### src/decodePkg.sv
package decodePkg;

	//////////////////////////////
	// Widths and sizes
	//////////////////////////////

	localparam int InstrWidth = 32;
	localparam int RegAddrWidth = 5;
	localparam int QueueDepth = 4;
	localparam int QueuePtrWidth = $clog2(QueueDepth);
	localparam int QueueCountWidth = $clog2(QueueDepth + 1);
	localparam logic [RegAddrWidth-1:0] LinkReg = 5'd31;
	localparam logic [1:0] TimeNever = 2'd3;

	// Instruction fields
	localparam int OpHi = 31;
	localparam int OpLo = 26;
	localparam int RsHi = 25;
	localparam int RsLo = 21;
	localparam int RtHi = 20;
	localparam int RtLo = 16;
	localparam int RdHi = 15;
	localparam int RdLo = 11;
	localparam int FuncHi = 5;
	localparam int FuncLo = 0;

	// ALU operand sources
	localparam logic [1:0] AluASrcRs = 2'd0;
	localparam logic [1:0] AluASrcShamt = 2'd1;
	localparam logic [1:0] AluBSrcRt = 2'd0;
	localparam logic [1:0] AluBSrcImm = 2'd1;
	localparam logic [1:0] AluBSrcLink = 2'd2;

	// Data memory access widths
	localparam logic [2:0] LoadWord = 3'd0;
	localparam logic [2:0] LoadByteU = 3'd1;
	localparam logic [2:0] LoadByte = 3'd2;
	localparam logic [2:0] LoadHalfU = 3'd3;
	localparam logic [2:0] LoadHalf = 3'd4;
	localparam logic [2:0] StoreWord = 3'd0;
	localparam logic [2:0] StoreByte = 3'd1;
	localparam logic [2:0] StoreHalf = 3'd2;

	//////////////////////////////
	// Opcodes and functions
	//////////////////////////////

	typedef enum logic [5:0] {
		rType = 6'b000000,
		regImm = 6'b000001,
		opJ = 6'b000010,
		opJal = 6'b000011,
		opBeq = 6'b000100,
		opBne = 6'b000101,
		opBlez = 6'b000110,
		opBgtz = 6'b000111,
		opAddi = 6'b001000,
		opAddiu = 6'b001001,
		opSlti = 6'b001010,
		opSltiu = 6'b001011,
		opAndi = 6'b001100,
		opOri = 6'b001101,
		opXori = 6'b001110,
		opLui = 6'b001111,
		opLb = 6'b100000,
		opLh = 6'b100001,
		opLw = 6'b100011,
		opLbu = 6'b100100,
		opLhu = 6'b100101,
		opSb = 6'b101000,
		opSh = 6'b101001,
		opSw = 6'b101011
	} opcodeT;

	typedef enum logic [5:0] {
		fnSll = 6'b000000,
		fnSrl = 6'b000010,
		fnSra = 6'b000011,
		fnSllv = 6'b000100,
		fnSrlv = 6'b000110,
		fnSrav = 6'b000111,
		fnJr = 6'b001000,
		fnJalr = 6'b001001,
		fnAdd = 6'b100000,
		fnAddu = 6'b100001,
		fnSub = 6'b100010,
		fnSubu = 6'b100011,
		fnAnd = 6'b100100,
		fnOr = 6'b100101,
		fnXor = 6'b100110,
		fnNor = 6'b100111,
		fnSlt = 6'b101010,
		fnSltu = 6'b101011
	} funcT;

	// rt field codes under regImm
	typedef enum logic [4:0] {
		rtBltz = 5'b00000,
		rtBgez = 5'b00001,
		rtBgezal = 5'b10001
	} regImmT;

	typedef enum logic [3:0] {
		aluAdd = 4'd0,
		aluSub = 4'd1,
		aluAnd = 4'd2,
		aluOr = 4'd3,
		aluShiftRightLogic = 4'd4,
		aluShiftRightArith = 4'd5,
		aluShiftLeft = 4'd6,
		aluSetLess = 4'd7,
		aluSetLessUnsigned = 4'd8,
		aluNor = 4'd9,
		aluXor = 4'd10,
		aluPassB = 4'd12
	} aluOpT;

	typedef enum logic [2:0] {
		cmpEqual = 3'd0,
		cmpGreaterEqualZero = 3'd1,
		cmpGreaterZero = 3'd2,
		cmpLessEqualZero = 3'd3,
		cmpLessZero = 3'd4,
		cmpNotEqual = 3'd5
	} cmpOpT;

	typedef enum logic [1:0] {extSign = 2'd0, extZero = 2'd1, extUpper = 2'd2} extOpT;

	typedef enum logic [1:0] {
		npcSequential = 2'd0,
		npcBranchOrJump = 2'd1,
		npcRegister = 2'd2
	} npcSelT;

	typedef enum logic {wdAluResult = 1'b0, wdMemData = 1'b1} wdSelT;

	//////////////////////////////
	// Control word and timing
	//////////////////////////////

	typedef struct packed {
		npcSelT npcSel;
		logic npcJump;
		cmpOpT cmpOp;
		extOpT extOp;
		logic [1:0] aluASel;
		logic [1:0] aluBSel;
		aluOpT aluOp;
		logic memRead;
		logic memWrite;
		logic [2:0] loadOp;
		logic [2:0] storeOp;
		wdSelT wdSel;
		logic regWrite;
		logic [RegAddrWidth-1:0] destReg;
		logic [1:0] tNew;
	} ctrlT;

	typedef struct packed {
		logic [1:0] rsUse;
		logic [1:0] rtUse;
	} timingT;

	// One in-flight writer seen by the hazard check
	typedef struct packed {
		logic write;
		logic [RegAddrWidth-1:0] dest;
		logic [1:0] tNew;
	} trackT;

	localparam ctrlT BubbleCtrl = '{
		npcSel: npcSequential,
		npcJump: 1'b0,
		cmpOp: cmpEqual,
		extOp: extSign,
		aluASel: AluASrcRs,
		aluBSel: AluBSrcRt,
		aluOp: aluAdd,
		memRead: 1'b0,
		memWrite: 1'b0,
		loadOp: LoadWord,
		storeOp: StoreWord,
		wdSel: wdAluResult,
		regWrite: 1'b0,
		destReg: '0,
		tNew: 2'd0
	};

	localparam timingT NeverTiming = '{rsUse: TimeNever, rtUse: TimeNever};

endpackage

### src/instrQueue.sv
`timescale 1ns/1ns

module instrQueue (
	input logic clk,
	input logic reset,
	input logic instrValid,
	input logic [decodePkg::InstrWidth-1:0] instr,
	input logic pop,
	output logic headValid,
	output logic [decodePkg::InstrWidth-1:0] headInstr,
	output logic queueFull
);

	logic [decodePkg::InstrWidth-1:0] entries [decodePkg::QueueDepth];
	logic [decodePkg::QueuePtrWidth-1:0] wrPtr;
	logic [decodePkg::QueuePtrWidth-1:0] rdPtr;
	logic [decodePkg::QueueCountWidth-1:0] count;
	logic push;

	// Strobes while full are dropped
	assign push = instrValid && !queueFull;

	assign queueFull = count == decodePkg::QueueCountWidth'(decodePkg::QueueDepth);
	assign headValid = count != '0;
	assign headInstr = entries[rdPtr];

	always_ff @(posedge clk) begin
		if (reset) begin
			wrPtr <= '0;
			rdPtr <= '0;
			count <= '0;
		end else begin
			if (push) begin
				wrPtr <= wrPtr + decodePkg::QueuePtrWidth'(1);
			end
			if (pop) begin
				rdPtr <= rdPtr + decodePkg::QueuePtrWidth'(1);
			end
			case ({push, pop})
				2'b10: count <= count + decodePkg::QueueCountWidth'(1);
				2'b01: count <= count - decodePkg::QueueCountWidth'(1);
				default: count <= count;
			endcase
		end
	end

	// Storage
	always_ff @(posedge clk) begin
		if (push) begin
			entries[wrPtr] <= instr;
		end
	end

	//////////////////////////////
	// Checks
	//////////////////////////////

	// Issue only ever takes a real entry
	popNotEmpty: assert property (@(posedge clk) disable iff (reset)
		pop |-> count != '0)
		else $error("instrQueue popped while empty");

	countBounded: assert property (@(posedge clk) disable iff (reset)
		count <= decodePkg::QueueDepth)
		else $error("instrQueue holds more than %0d entries", decodePkg::QueueDepth);

endmodule

### src/instrDecoder.sv
`timescale 1ns/1ns

module instrDecoder (
	input logic [decodePkg::InstrWidth-1:0] instr,
	output decodePkg::ctrlT ctrl,
	output decodePkg::timingT timing
);

	decodePkg::opcodeT op;
	decodePkg::funcT func;
	decodePkg::regImmT branchCode;
	logic [decodePkg::RegAddrWidth-1:0] rs;
	logic [decodePkg::RegAddrWidth-1:0] rt;
	logic [decodePkg::RegAddrWidth-1:0] rd;

	assign op = decodePkg::opcodeT'(instr[decodePkg::OpHi:decodePkg::OpLo]);
	assign func = decodePkg::funcT'(instr[decodePkg::FuncHi:decodePkg::FuncLo]);
	assign branchCode = decodePkg::regImmT'(instr[decodePkg::RtHi:decodePkg::RtLo]);
	assign rs = instr[decodePkg::RsHi:decodePkg::RsLo];
	assign rt = instr[decodePkg::RtHi:decodePkg::RtLo];
	assign rd = instr[decodePkg::RdHi:decodePkg::RdLo];

	always_comb begin
		ctrl = decodePkg::BubbleCtrl;
		timing = decodePkg::NeverTiming;
		case (op)
			decodePkg::rType: begin
				ctrl.regWrite = 1'b1;
				ctrl.destReg = rd;
				ctrl.tNew = 2'd1;
				timing.rsUse = 2'd1;
				timing.rtUse = 2'd1;
				case (func)
					decodePkg::fnAdd, decodePkg::fnAddu: ctrl.aluOp = decodePkg::aluAdd;
					decodePkg::fnSub, decodePkg::fnSubu: ctrl.aluOp = decodePkg::aluSub;
					decodePkg::fnAnd: ctrl.aluOp = decodePkg::aluAnd;
					decodePkg::fnOr: ctrl.aluOp = decodePkg::aluOr;
					decodePkg::fnNor: ctrl.aluOp = decodePkg::aluNor;
					decodePkg::fnXor: ctrl.aluOp = decodePkg::aluXor;
					decodePkg::fnSlt: ctrl.aluOp = decodePkg::aluSetLess;
					decodePkg::fnSltu: ctrl.aluOp = decodePkg::aluSetLessUnsigned;
					decodePkg::fnSllv: ctrl.aluOp = decodePkg::aluShiftLeft;
					decodePkg::fnSrlv: ctrl.aluOp = decodePkg::aluShiftRightLogic;
					decodePkg::fnSrav: ctrl.aluOp = decodePkg::aluShiftRightArith;
					// Shift by shamt, rs unused
					decodePkg::fnSll: begin
						ctrl.aluASel = decodePkg::AluASrcShamt;
						ctrl.aluOp = decodePkg::aluShiftLeft;
						timing.rsUse = decodePkg::TimeNever;
					end
					decodePkg::fnSra: begin
						ctrl.aluASel = decodePkg::AluASrcShamt;
						ctrl.aluOp = decodePkg::aluShiftRightArith;
						timing.rsUse = decodePkg::TimeNever;
					end
					decodePkg::fnSrl: begin
						ctrl.aluASel = decodePkg::AluASrcShamt;
						ctrl.aluOp = decodePkg::aluShiftRightLogic;
						timing.rsUse = decodePkg::TimeNever;
						// Nonzero rs field is the rotate form
						if (rs != '0) begin
							ctrl = decodePkg::BubbleCtrl;
							timing = decodePkg::NeverTiming;
						end
					end
					decodePkg::fnJr: begin
						ctrl.npcSel = decodePkg::npcRegister;
						ctrl.regWrite = 1'b0;
						ctrl.destReg = '0;
						ctrl.tNew = 2'd0;
						timing.rsUse = 2'd0;
						timing.rtUse = decodePkg::TimeNever;
					end
					decodePkg::fnJalr: begin
						ctrl.npcSel = decodePkg::npcRegister;
						ctrl.aluBSel = decodePkg::AluBSrcLink;
						ctrl.aluOp = decodePkg::aluPassB;
						ctrl.tNew = 2'd0;
						timing.rsUse = 2'd0;
						timing.rtUse = decodePkg::TimeNever;
					end
					default: begin
						ctrl = decodePkg::BubbleCtrl;
						timing = decodePkg::NeverTiming;
					end
				endcase
			end

			// Compare against zero, rt field selects the branch
			decodePkg::regImm: begin
				ctrl.npcSel = decodePkg::npcBranchOrJump;
				timing.rsUse = 2'd0;
				case (branchCode)
					decodePkg::rtBltz: ctrl.cmpOp = decodePkg::cmpLessZero;
					decodePkg::rtBgez: ctrl.cmpOp = decodePkg::cmpGreaterEqualZero;
					decodePkg::rtBgezal: begin
						ctrl.cmpOp = decodePkg::cmpGreaterEqualZero;
						ctrl.aluBSel = decodePkg::AluBSrcLink;
						ctrl.aluOp = decodePkg::aluPassB;
						ctrl.regWrite = 1'b1;
						ctrl.destReg = decodePkg::LinkReg;
						ctrl.tNew = 2'd1;
					end
					default: begin
						ctrl = decodePkg::BubbleCtrl;
						timing = decodePkg::NeverTiming;
					end
				endcase
			end

			decodePkg::opBeq, decodePkg::opBne: begin
				ctrl.npcSel = decodePkg::npcBranchOrJump;
				ctrl.cmpOp = (op == decodePkg::opBeq) ? decodePkg::cmpEqual : decodePkg::cmpNotEqual;
				timing.rsUse = 2'd0;
				timing.rtUse = 2'd0;
			end
			decodePkg::opBlez, decodePkg::opBgtz: begin
				ctrl.npcSel = decodePkg::npcBranchOrJump;
				ctrl.cmpOp = (op == decodePkg::opBlez) ? decodePkg::cmpLessEqualZero
					: decodePkg::cmpGreaterZero;
				timing.rsUse = 2'd0;
			end
			decodePkg::opJ, decodePkg::opJal: begin
				ctrl.npcSel = decodePkg::npcBranchOrJump;
				ctrl.npcJump = 1'b1;
				if (op == decodePkg::opJal) begin
					ctrl.aluBSel = decodePkg::AluBSrcLink;
					ctrl.aluOp = decodePkg::aluPassB;
					ctrl.regWrite = 1'b1;
					ctrl.destReg = decodePkg::LinkReg;
				end
			end

			decodePkg::opAddi, decodePkg::opAddiu, decodePkg::opSlti, decodePkg::opSltiu,
			decodePkg::opAndi, decodePkg::opOri, decodePkg::opXori, decodePkg::opLui: begin
				ctrl.aluBSel = decodePkg::AluBSrcImm;
				ctrl.regWrite = 1'b1;
				ctrl.destReg = rt;
				ctrl.tNew = 2'd1;
				timing.rsUse = 2'd1;
				case (op)
					decodePkg::opSlti: ctrl.aluOp = decodePkg::aluSetLess;
					decodePkg::opSltiu: ctrl.aluOp = decodePkg::aluSetLessUnsigned;
					decodePkg::opAndi: begin
						ctrl.extOp = decodePkg::extZero;
						ctrl.aluOp = decodePkg::aluAnd;
					end
					decodePkg::opOri: begin
						ctrl.extOp = decodePkg::extZero;
						ctrl.aluOp = decodePkg::aluOr;
					end
					decodePkg::opXori: begin
						ctrl.extOp = decodePkg::extZero;
						ctrl.aluOp = decodePkg::aluXor;
					end
					decodePkg::opLui: begin
						ctrl.extOp = decodePkg::extUpper;
						ctrl.aluOp = decodePkg::aluPassB;
						timing.rsUse = decodePkg::TimeNever;
					end
					default: ctrl.aluOp = decodePkg::aluAdd;
				endcase
			end

			// Loads write rt from memory two stages on
			decodePkg::opLw, decodePkg::opLb, decodePkg::opLbu, decodePkg::opLh,
			decodePkg::opLhu: begin
				ctrl.aluBSel = decodePkg::AluBSrcImm;
				ctrl.memRead = 1'b1;
				ctrl.wdSel = decodePkg::wdMemData;
				ctrl.regWrite = 1'b1;
				ctrl.destReg = rt;
				ctrl.tNew = 2'd2;
				timing.rsUse = 2'd1;
				case (op)
					decodePkg::opLb: ctrl.loadOp = decodePkg::LoadByte;
					decodePkg::opLbu: ctrl.loadOp = decodePkg::LoadByteU;
					decodePkg::opLh: ctrl.loadOp = decodePkg::LoadHalf;
					decodePkg::opLhu: ctrl.loadOp = decodePkg::LoadHalfU;
					default: ctrl.loadOp = decodePkg::LoadWord;
				endcase
			end
			decodePkg::opSw, decodePkg::opSb, decodePkg::opSh: begin
				ctrl.aluBSel = decodePkg::AluBSrcImm;
				ctrl.memWrite = 1'b1;
				timing.rsUse = 2'd1;
				timing.rtUse = 2'd2;
				case (op)
					decodePkg::opSb: ctrl.storeOp = decodePkg::StoreByte;
					decodePkg::opSh: ctrl.storeOp = decodePkg::StoreHalf;
					default: ctrl.storeOp = decodePkg::StoreWord;
				endcase
			end

			default: begin
				ctrl = decodePkg::BubbleCtrl;
				timing = decodePkg::NeverTiming;
			end
		endcase
	end

	// A store never reads memory or writes a register from it
	memWriteExclusive: assert final (!(ctrl.memWrite && (ctrl.memRead
		|| (ctrl.regWrite && ctrl.wdSel == decodePkg::wdMemData))))
		else $error("instrDecoder paired a memory write with a memory read");

endmodule

### src/hazardCheck.sv
`timescale 1ns/1ns

module hazardCheck (
	input logic clk,
	input logic reset,
	input logic headValid,
	input logic [decodePkg::InstrWidth-1:0] headInstr,
	input decodePkg::ctrlT headCtrl,
	input decodePkg::timingT headTiming,
	output logic issue,
	output logic stall,
	output logic issueValid,
	output logic [decodePkg::InstrWidth-1:0] issueInstr,
	output decodePkg::ctrlT issueCtrl
);

	decodePkg::trackT stageE;
	decodePkg::trackT stageM;
	logic [decodePkg::RegAddrWidth-1:0] rs;
	logic [decodePkg::RegAddrWidth-1:0] rt;
	logic [1:0] remainE;
	logic [1:0] remainM;
	logic waitE;
	logic waitM;

	// Source still waiting on this writer
	function automatic logic mustWait(
		input logic [decodePkg::RegAddrWidth-1:0] src,
		input logic [1:0] useTime,
		input decodePkg::trackT entry,
		input logic [1:0] remain
	);
		return useTime < decodePkg::TimeNever && src != '0 && entry.write
			&& src == entry.dest && useTime < remain;
	endfunction

	assign rs = headInstr[decodePkg::RsHi:decodePkg::RsLo];
	assign rt = headInstr[decodePkg::RtHi:decodePkg::RtLo];

	// M is one stage further along, floored at zero
	assign remainE = stageE.tNew;
	assign remainM = (stageM.tNew == 2'd0) ? 2'd0 : stageM.tNew - 2'd1;

	assign waitE = mustWait(rs, headTiming.rsUse, stageE, remainE)
		|| mustWait(rt, headTiming.rtUse, stageE, remainE);
	assign waitM = mustWait(rs, headTiming.rsUse, stageM, remainM)
		|| mustWait(rt, headTiming.rtUse, stageM, remainM);

	assign stall = headValid && (waitE || waitM);
	assign issue = headValid && !stall;

	//////////////////////////////
	// Tracking and issue registers
	//////////////////////////////

	always_ff @(posedge clk) begin
		if (reset) begin
			stageE <= '0;
			stageM <= '0;
			issueValid <= 1'b0;
		end else begin
			stageM <= stageE;
			if (issue && headCtrl.regWrite) begin
				stageE <= '{write: 1'b1, dest: headCtrl.destReg, tNew: headCtrl.tNew};
			end else begin
				stageE <= '0;
			end
			issueValid <= issue;
		end
	end

	always_ff @(posedge clk) begin
		if (issue) begin
			issueInstr <= headInstr;
			issueCtrl <= headCtrl;
		end
	end

	// Producer leaves both tracked stages within two cycles
	stallBounded: assert property (@(posedge clk) disable iff (reset)
		stall [*2] |=> !stall)
		else $error("hazardCheck stalled for more than two cycles");

endmodule

### src/decodeStage.sv
`timescale 1ns/1ns

module decodeStage (
	input logic clk,
	input logic reset,
	input logic instrValid,
	input logic [decodePkg::InstrWidth-1:0] instr,
	output logic queueFull,
	output logic issueValid,
	output logic [decodePkg::InstrWidth-1:0] issueInstr,
	output decodePkg::ctrlT issueCtrl,
	output logic stall
);

	logic headValid;
	logic [decodePkg::InstrWidth-1:0] headInstr;
	decodePkg::ctrlT headCtrl;
	decodePkg::timingT headTiming;
	logic issue;

	instrQueue queue0 (
		.clk(clk),
		.reset(reset),
		.instrValid(instrValid),
		.instr(instr),
		.pop(issue),
		.headValid(headValid),
		.headInstr(headInstr),
		.queueFull(queueFull)
	);

	instrDecoder decoder0 (
		.instr(headInstr),
		.ctrl(headCtrl),
		.timing(headTiming)
	);

	hazardCheck hazard0 (
		.clk(clk),
		.reset(reset),
		.headValid(headValid),
		.headInstr(headInstr),
		.headCtrl(headCtrl),
		.headTiming(headTiming),
		.issue(issue),
		.stall(stall),
		.issueValid(issueValid),
		.issueInstr(issueInstr),
		.issueCtrl(issueCtrl)
	);

endmodule

### config.mk
export PLATFORM = sky130hd
export DESIGN_NAME = decodeStage
export DESIGN_NICKNAME = d
export VERILOG_FILES = /design/src/decodePkg.sv /design/src/instrQueue.sv /design/src/instrDecoder.sv /design/src/hazardCheck.sv /design/src/decodeStage.sv
export SDC_FILE = /design/constraint.sdc
export NUM_CORES = 1
export LEC_CHECK = 0
export BUFFER_PORTS_ARGS = -buffer_cell sky130_fd_sc_hd__buf_2
export CAP_MARGIN = 40
export CORE_MARGIN = 4
export CORE_UTILIZATION = 30
export DETAILED_ROUTE_END_ITERATION = 12
export HOLD_SLACK_MARGIN = 0.12
export PLACE_DENSITY = 0.5
export SLEW_MARGIN = 30
export SYNTH_ARGS = -nofsm -noshare
export SYNTH_HDL_FRONTEND = slang
export SYNTH_SLANG_ARGS = --single-unit
### constraint.sdc
create_clock -name clk -period 9 [get_ports clk]
set_input_delay 1.8 -clock clk [delete_from_list [all_inputs] [get_ports clk]]
set_output_delay 1.8 -clock clk [all_outputs]
set_load 0.1 [all_outputs]
# Word-level counts from Yosys, hierarchy flattened
# Memories as Yosys holds them, arrays and structs flattened. A register that Yosys moved wholly into a read port is not among the register bits.
# Cells that the tools add are included.
[totals]
in_bits = 35
regBits = 89
out_inout_bits = 68
elab_cells = 190
mem_count = 1
ramBits = 128
[mem_list]
columns = ["name", "depth", "word_bits", "rd", "rd_clocked_by_memory_dff", "wr", "line", "rtl"]
rows = [
  ["queue0.entries", 4, 32, 1, 1, 1, "instrQueue.sv:14", "logic [decodePkg::InstrWidth-1:0] entries [decodePkg::QueueDepth];"],
]
[op_classes]
eq_ne = 49
muxes = 48
add_sub_neg = 5
magnitude_cmp = 6
bitwise = 1
reduce_logical = 54
[op_table]
columns = ["operator", "count"]
rows = [
  ["$eq A6 B6 Y1 const B", 18],
  ["$eq A6 B4 Y1 const B", 10],
  ["$pmux W4 S12", 1],
  ["$eq A6 B3 Y1 const B", 7],
  ["$reduce_or A16 Y1", 2],
  ["$pmux W2 S2", 7],
  ["$reduce_or A13 Y1", 2],
  ["$eq A6 B2 Y1 const B", 4],
  ["$mux W24", 1],
  ["$mux W6", 4],
  ["$pmux W2 S4", 3],
  ["$pmux W3 S2", 4],
  ["$pmux W3 S4", 2],
  ["$pmux W4 S6", 1],
  ["$pmux W6 S4", 1],
  ["$eq A5 B5 Y1", 4],
  ["$reduce_or A2 Y1", 10],
  ["$logic_and A1 B1 Y1", 18],
  ["$mux W8", 2],
  ["$pmux W4 S4", 1],
  ["$reduce_or A8 Y1", 2],
  ["$reduce_or A15 Y1", 1],
  ["$logic_not A6 Y1", 2],
  ["$mux W2", 6],
  ["33 further kinds", 50],
]

# Logic depth before layout (Yosys ltp)
# Gate-level depths: netlist (run 1).
[depth]
depth_word = 17
depth_mapped = 23
depth_no_buf = 19

# Cells and area by module
# A second synthesis (run 1) with hierarchy kept.
[hier_totals]
cells_unflattened = 535
hier_area_um2 = 8927.3
[modules_own_cells]
columns = ["mod", "seq_area_each_um2", "area_per_inst_um2", "cells_per_inst", "instances"]
rows = [
  ["instrQueue", 4023.9, 5109.9, 214, 1],
  ["hazardCheck", 2292.2, 2875.3, 162, 1],
  ["instrDecoder", 0.0, 942.2, 159, 1],
]

# Worst setup path before layout (run 1)
# OpenSTA, ideal clock, no wires.
[synth_path]
kind = "register to register"
start = "register (tool-made name)"
end = "register queue0.count[2] in the netlist's numbering"
period_less_slack_ns = 7.228
arrival_time_ns = 7.158
setup_slack_ns = 1.772
setup_ns = 0.071
stages_incl_launch_ff = 20
path_buffers = 2
required_ns = 8.929
cell_sequence = "dfxtp_1 buf_6 buf_12 mux4_1 or4_1 nor2_1 o311ai_1 a21oi_1 o211ai_1 ha_1 inv_1 o2bb2ai_1 o31a_2 nor3_2 ha_1 inv_1 fa_1 xor2_1 or3_1 a21oi_1"
[synth_lines]
columns = ["item", "line", "rtl"]
rows = [
  ["to (signal assigned)", "instrQueue.sv:40", "2'b10: count <= count + decodePkg::QueueCountWidth'(1);"],
  ["to (signal assigned)", "instrQueue.sv:41", "2'b01: count <= count - decodePkg::QueueCountWidth'(1);"],
  ["to (signal assigned)", "instrQueue.sv:42", "default: count <= count;"],
  ["to (decl)", "instrQueue.sv:17", "logic [decodePkg::QueueCountWidth-1:0] count;"],
]

==> summary by stage, run 1 <==
STA
The total negative slack for setup checks is 0 ns. The relative slew slack is 44.2%. Across all hold checks on the routed design, the worst slack comes to 0.505 ns. Across the routed clock network, the largest skew measured is 0.0267 ns.

The final hold violation count is 0. The count of pins over their slew limit is 0. The worst path in the final design needs a cycle of 7.38 ns, including I/O delays and setup. Setup repair after global routing left no endpoint under its margin. The number of endpoints failing setup at the final stage is 0. The measured slew at the worst slew-check pin is 0.830 ns. The post-route fraction of the period consumed by the critical path is 82.0%.

Based on the critical path, the design can be clocked at up to 0.135 GHz.

Routing
Summing over every cut layer, the via total after detailed routing is 4680. In the routed design, unresolved DRC markers number 0. The final layout contains routed wiring with a total length of 18600 um. The detail-routed net length per standard cell is 18.3 um. The iteration count of the initial detailed-routing pass is 4. The number of DRC markers after the initial detailed-route iteration is 285. After detailed routing, the number of vias per cell comes to 4.59. The detail route stage leaves a number of antenna-violating nets equal to 0.

Clock tree
The number of gates resized after CTS was 0. The tree is rooted in a sky130_fd_sc_hd__clkbuf_16. The clock latency of the later-clocked register in the worst-skew pair is 0.51 ns. The clock net in this run drives a total of 216 sinks. Clock-pin slew was measured on the worst setup and hold paths at 0.06 ns. For this design, the CTS-stage hold fixing added 0 buffers. No sink is reached through more buffers than the 3 on the longest clock path.

The number of clock buffers inserted by TritonCTS is 22. CTS built an H-tree with a depth of 1. The buffer count from post-CTS setup fixing is 0. The TritonCTS clock tree is built.

Floorplanning
103 I/O pins were placed. The floorplan has 62 rows. Measured along the y axis, the die boundary spans 178 um. The floorplan step set the die width to 178 um. The starting density of the core is 30.3%.

The die footprint is 31800 um^2. The core area is 28700 um^2.

Worst hold path
The worst hold path startpoint is hazard0.stageE[7]$_SDFF_PP0_. The worst hold path belongs to the class reg2reg.

Global routing
Entering global routing, the biggest net connects 65 pins. The overflow left after global routing is 0. The number of antenna violations at the first check in global routing came to 4.

Across every metal layer, demand over resource in global routing totals 11.4%. The first global-routing pass estimated 28100 um of wire. The number of global-route vias before repair was 4848.

Synth
The post-synthesis async set-or-reset flop share is 0%. Counting flops with a built-in enable in the synthesized netlist gives 190. Yosys mapped the design onto 65 distinct sky130hd cell types.

The synthesized netlist occupies a cell area of 8710 um^2. Of the synthesized area, sequential elements account for 71.5%. The count of mapped cells out of synthesis is 510.

The number of warning messages in the yosys log is 0. The post-synthesis sequential element count is 216. The flip-flop cell with the highest count after synthesis is sky130_fd_sc_hd__edfxtp_1. The average footprint of a synthesized cell is 17.1 um^2.

Critical path
STA classifies the critical path endpoint as an output port. Of all nets on the critical path, the largest fanout is 18. The critical path class is reg2out. STA puts the critical path data arrival time at 5.58 ns. For the worst setup path, the data required time is 7.20 ns. The type of element launching the critical path is a flip-flop.

Placed design
At the end of routability-driven placement, the weighted congestion stood at 0.796. Buffers placed on the I/O ports in this run total 100. Summed over all nets, the half-perimeter wirelength after detailed placement is 12700 um.

Final layout
The multi-input logic area is 2280 um^2. The fraction of final layout cells sized beyond drive strength 1 is 27.8%. Compared with the post-synthesis result, the final layout area differs by 19.3%. The area taken by flip-flops and latches is 6230 um^2.

The net total in the final layout is 665. The filler cells instantiated in the layout total 2729.

Outcome
The run finished with clean final reports.

Run
The number of max-cap violations is 0.
Yosys cell counts, types with 2 or more instances:
library cell                 n  area (um^2)
sky130_fd_sc_hd__nor2_1     29          109
sky130_fd_sc_hd__and3_1      2         12.5
sky130_fd_sc_hd__mux4_1     10          263
sky130_fd_sc_hd__buf_2       5         25.0
sky130_fd_sc_hd__mux4_2     22          495
sky130_fd_sc_hd__nand4_1     6         37.5
sky130_fd_sc_hd__buf_12      2         40.0
sky130_fd_sc_hd__nor3_1     10         50.1
sky130_fd_sc_hd__nand2_1    16         60.1
sky130_fd_sc_hd__a31oi_1     2         12.5
sky130_fd_sc_hd__a21o_1      2         15.0
sky130_fd_sc_hd__a21oi_1    13         65.1
sky130_fd_sc_hd__or4_1       2         15.0
sky130_fd_sc_hd__xnor2_1    17          149
sky130_fd_sc_hd__buf_4       3         22.5
sky130_fd_sc_hd__mux2_1      3         33.8
sky130_fd_sc_hd__o21ai_0    10         50.1
sky130_fd_sc_hd__nand3b_1    4         30.0
sky130_fd_sc_hd__xor2_1      7         61.3
sky130_fd_sc_hd__ha_1        9          113
sky130_fd_sc_hd__o32ai_1     2         17.5
sky130_fd_sc_hd__or3_1       2         12.5
sky130_fd_sc_hd__o211ai_1    2         15.0
sky130_fd_sc_hd__a211oi_1    3         22.5
sky130_fd_sc_hd__buf_1       4         15.0
sky130_fd_sc_hd__or2_2       2         12.5
sky130_fd_sc_hd__nand2b_1    6         37.5
sky130_fd_sc_hd__nand3_1     7         35.0
sky130_fd_sc_hd__and2_1     12         75.1
sky130_fd_sc_hd__dfxtp_1    26          521
sky130_fd_sc_hd__mux2i_1     3         30.0
sky130_fd_sc_hd__edfxtp_1  190         5710
sky130_fd_sc_hd__clkbuf_1    9         33.8
sky130_fd_sc_hd__nor4b_1     4         35.0
sky130_fd_sc_hd__nor2b_1    15         93.8
sky130_fd_sc_hd__inv_1      16         60.1
sky130_fd_sc_hd__a221o_1     5         50.1
state kept, by name, summed over array words and instances (netlist names), named ones only:
name and count:
queue0.entries 128, queue0.wrPtr 2, hazard0.remainE 2, hazard0.issueInstr 32
hazard0.issueValid 1, queue0.rdPtr 2, hazard0.issueCtrl 30, hazard0.stageM 8
queue0.count 3, hazard0.stageE 6
area by class of cell:
type | count | share of cell area [%]
Sequential cell | 216 | 59.9
Timing Repair Buffer | 110 | 5.71
Clock buffer | 29 | 6.04
Tap cell | 384 | 4.62
Inverter | 16 | 0.578
Multi-Input combinational cell | 254 | 21.9
Clock inverter | 9 | 1.17
Antenna cell | 1 | 0.0241
logic make-up (layout without fill, tap and decap cells):
| kind of cell | after synthesis | count (layout) | share of synthesized area (%) |
|---|---|---|---|
| flip-flops | 216 | 216 | 71.5 |
| AND/OR/NAND/NOR | 125 | 125 | 8.09 |
| AO/OA/AOI/OAI | 55 | 55 | 4.55 |
| buffers and inverters | 41 | 164 | 2.44 |
| multiplexers | 38 | 38 | 9.44 |
| XOR/XNOR | 24 | 24 | 2.41 |
| adder cells (fa/ha/maj) | 10 | 10 | 1.52 |
| other | 1 | 3 | 0.0431 |
layer usage:
layer  GRT usage [%]  share of wire, %  vias up  wire length [um]
li1                -                 -     2202                 -
met1            15.1                43     2324              8020
met2            18.4                48      113              8840
met3            3.18               7.0       33              1300
met4            3.55               2.2        8               403
met5               0              0.26        -                48
worst paths after layout:
check	endpoint	slack, ns	cells past startpoint
hold / removal	hazard0.stageM[7]$_SDFF_PP0_	0.51	1
setup reg to reg	queue0.count[2]$_SDFFE_PP0P_	3.34	18
hold reg to reg	hazard0.stageM[7]$_SDFF_PP0_	0.51	1
setup / recovery	stall	1.62	14
stage by stage:
stage                     std cells  cell area [um^2]  utilization (%)  setup slack (ns)
after floorplan                 511              8710                -              1.77
after global placement          978              9610             33.5              2.12
after detailed placement        979              9610             33.5              2.03
after CTS                      1017             10400             36.1              1.47
after global routing           1018             10400             36.2              1.16
final                          1019             10400             36.2              1.62
cells in the final DEF, fill, tap and decap left out, types with 5 or more instances in the layout:
cell type	n
sky130_fd_sc_hd__nand3_1	7
sky130_fd_sc_hd__nor2_1	29
sky130_fd_sc_hd__nand2_1	16
sky130_fd_sc_hd__o21ai_0	10
sky130_fd_sc_hd__nand2b_1	6
sky130_fd_sc_hd__buf_2	101
sky130_fd_sc_hd__xnor2_1	17
sky130_fd_sc_hd__mux4_2	22
sky130_fd_sc_hd__a21oi_1	13
sky130_fd_sc_hd__edfxtp_1	190
sky130_fd_sc_hd__dfxtp_1	25
sky130_fd_sc_hd__xor2_1	7
sky130_fd_sc_hd__a221o_1	5
sky130_fd_sc_hd__clkbuf_16	23
sky130_fd_sc_hd__and2_1	12
sky130_fd_sc_hd__buf_4	8
sky130_fd_sc_hd__nand4_1	6
sky130_fd_sc_hd__ha_1	9
sky130_fd_sc_hd__mux4_1	10
sky130_fd_sc_hd__nor3_1	10
sky130_fd_sc_hd__nor2b_1	15
sky130_fd_sc_hd__inv_1	16
critical path, cell delays in order, from the launching register on:
cell	delay, ns
sky130_fd_sc_hd__dfxtp_2	0.65
sky130_fd_sc_hd__buf_4	0.43
sky130_fd_sc_hd__mux4_1	0.69
sky130_fd_sc_hd__or4_1	0.52
sky130_fd_sc_hd__nor2_1	0.26
sky130_fd_sc_hd__o311ai_1	0.20
sky130_fd_sc_hd__a21oi_1	0.21
sky130_fd_sc_hd__o211ai_1	0.16
sky130_fd_sc_hd__ha_1	0.25
sky130_fd_sc_hd__or4b_1	0.54
sky130_fd_sc_hd__nor4b_1	0.26
sky130_fd_sc_hd__o31a_2	0.24
sky130_fd_sc_hd__nor2_1	0.09
sky130_fd_sc_hd__nor2_1	0.11
sky130_fd_sc_hd__buf_2	0.43
Power of run 1 is left out: the tool's default activity adds up to more than one toggle a clock period on the data nets, which glitch-free logic cannot reach.
==> inputs of run 2 (changes only) <==
Settings changed: PLACE_DENSITY 0.5 to 0.51.
Clock period 9 ns to 6.45 ns, I/O delays scaled along.
==> summary by stage, run 2 (synthesis results as in run 1) <==
Critical path
The type of element launching the critical path is a flip-flop. The capturing element type of the critical path is an output port. The cell that appears most often on the critical path is sky130_fd_sc_hd__nor2_2. The worst-path cell with the longest stage delay is sky130_fd_sc_hd__mux4_1. The worst setup path is of the reg2out kind. Data on the critical path arrives at its endpoint at 4.77 ns. Traced cell by cell, the critical path runs through mux4_1 -> or4_1 -> nor2_2 -> o311ai_1 -> a21oi_1 -> o211ai_1 -> ha_1 -> or4b_1 -> nor4b_1 -> o31a_2 -> nor2_1 -> nor2_2 -> buf_12. The worst-path maximum fanout is 14. For this run, the slowest stage of the critical path takes 0.70 ns.

The critical path data required time is 5.16 ns.

Clock tree
Clock-pin slew was measured on the worst setup and hold paths at 0.06 ns. The CTS H-tree depth is 1. TritonCTS built the clock tree. CTS saw 216 sinks. The clock latency of the later-clocked register in the worst-skew pair is 0.50 ns.

Clock tree synthesis selected as its root buffer the cell sky130_fd_sc_hd__clkbuf_16. The clock passes through at most 3 buffers. The count of hold buffers inserted by post-cts repair is 0. Clock tree synthesis inserted a total of 24 buffers.

Outcome
The flow ran to the end, and the final reports show no timing, DRC or antenna violations.

Final layout
The leading cell type in the layout, fill and taps excluded is sky130_fd_sc_hd__edfxtp_1. The net total in the final layout is 672. The fraction of final layout cells sized beyond drive strength 1 is 29.3%. In the layout the commonest cells are sky130_fd_sc_hd__edfxtp_1 (190), sky130_fd_sc_hd__buf_2 (100), sky130_fd_sc_hd__nor2_1 (27), sky130_fd_sc_hd__clkbuf_16 (25), sky130_fd_sc_hd__dfxtp_1 (24). The largest registers in the layout are queue0.entries (128), hazard0.issueInstr (32), hazard0.issueCtrl (30). Cells fill 36.6% of the core in the end. For this run, the number of standard cells in the final layout without fillers is 1030. The register containing the most flip-flops in the final layout is queue0.entries. The number of flip-flops under the largest register name is 128.

Compared with the post-synthesis result, the final layout area differs by 20.6%.

Floorplanning
The die is 178 um wide. The die covers 31800 um^2. The starting density of the core is 30.3%. The I/O pin count is 103. The die is 178 um tall. The floorplan row count is 62. The total area inside the core boundary comes to 28700 um^2.

STA
Between clock sinks in the finished design, the worst skew comes to 0.0107 ns. In the finished design, the share of the clock period the worst path needs comes to 93.9%. Setup repair after global routing left no endpoint under its margin. The measured slew at the worst slew-check pin is 0.525 ns. The number of endpoints failing setup at the final stage is 0.

The relative slew slack is 64.6%. The final hold violation count is 0. The maximum clock frequency is 0.165 GHz. The routed design could run at a clock period as short as 6.06 ns. After routing, the total negative slack on setup checks comes to 0 ns. The count of pins over their slew limit is 0.

Routing
The iteration count of the initial detailed-routing pass is 4. The detail-routed net length per standard cell is 18.2 um. Dividing the detail-routed via count by the number of cells gives 4.62. The final layout contains routed wiring with a total length of 18700 um. The count of nets left with antenna violations once routing finished came out at 0. The number of design rule violations left after detail routing is 0. The final route contains 4755 vias.

The number of DRC markers after the initial detailed-route iteration is 247.

Placed design
Input and output buffers added on the ports amount to 100. The final weighted congestion in routability-driven placement is 0.806. The HPWL reported at the end of detailed placement is 12900 um.

The placed cell count is 983.

Run
Across the run, the number of max-cap violations was 0.

Worst hold path
The min-delay analysis places its worst path in the category reg2reg.

Global routing
The largest net degree at the start of global routing is 65. The first global-routing pass estimated 28300 um of wire. The number of global-route vias before repair is 4912. The total routing resource utilization after global routing is 11.6%. Summed over all layers, the global routing overflow is 0. The number of antenna violations at the first check in global routing is 5.
==> run 2: changes by cell type in the layout (fill, tap and decap cells not counted), sizes merged <==
cell,delta
bufinv,-1
buf,+4
clkbuf,+6
clkinv,+2
==> run 2: path summary, 6_finish.rpt <==
check	from	to	slack, ns	depth (start not counted)
min reg2reg	hazard0.remainE[0]$_SDFF_PP0_	hazard0.stageM[0]$_SDFF_PP0_	0.51	2
min	hazard0.remainE[0]$_SDFF_PP0_	hazard0.stageM[0]$_SDFF_PP0_	0.51	2
max reg2reg	flip-flop	queue0.count[2]$_SDFFE_PP0P_	1.49	20
max	flip-flop	stall	0.39	13
==> run 2: layout make-up <==
class | count | area (um^2)
diodes | 1 | 2.50
clock buffers | 34 | 699
flip-flops and latches | 216 | 6230
multi-input cells | 254 | 2280
well taps | 384 | 480
clock inverters | 10 | 103
inverters | 16 | 60.1
fillers | 2744 | 18200
repair buffers | 115 | 643
==> run 2: critical path, delay by kind of cell (launching register included) <==
family                   cells  cell delay, ns
AND/OR/NAND/NOR              6            1.84
AO/OA/AOI/OAI                4            0.78
multiplexers                 1            0.70
flip-flops                   1            0.49
adder cells (fa/ha/maj)      1            0.24
buffers and inverters        1            0.20
==> run 2: metal layers <==
| layer | track usage (%) | vias up | routed length [um] |
|---|---|---|---|
| li1 | - | 2229 | - |
| met1 | 15.1 | 2346 | 8140 |
| met2 | 19.1 | 129 | 8830 |
| met3 | 2.88 | 43 | 1220 |
| met4 | 3.58 | 8 | 508 |
| met5 | 0 | - | 41 |
==> run 2: what timing repair did <==
action	4_1_cts	5_1_grt
pin swaps	0	0
endpoints found under the hold margin	0	0
resized for setup	1	3
setup buffers	0	0
setup endpoints to repair	1	1
==> run 2: per-stage QoR <==
step	hold WS (ns)	setup WS, ns	instance area, um^2
floorplan	0.440	0.274	8720
detailed placement	0.485	0.565	9660
global route	0.527	0.0740	10500
CTS	0.502	0.117	10500
finish	0.506	0.394	10500
global placement	0.480	0.611	9650
Power of run 2 is left out for the same reason.
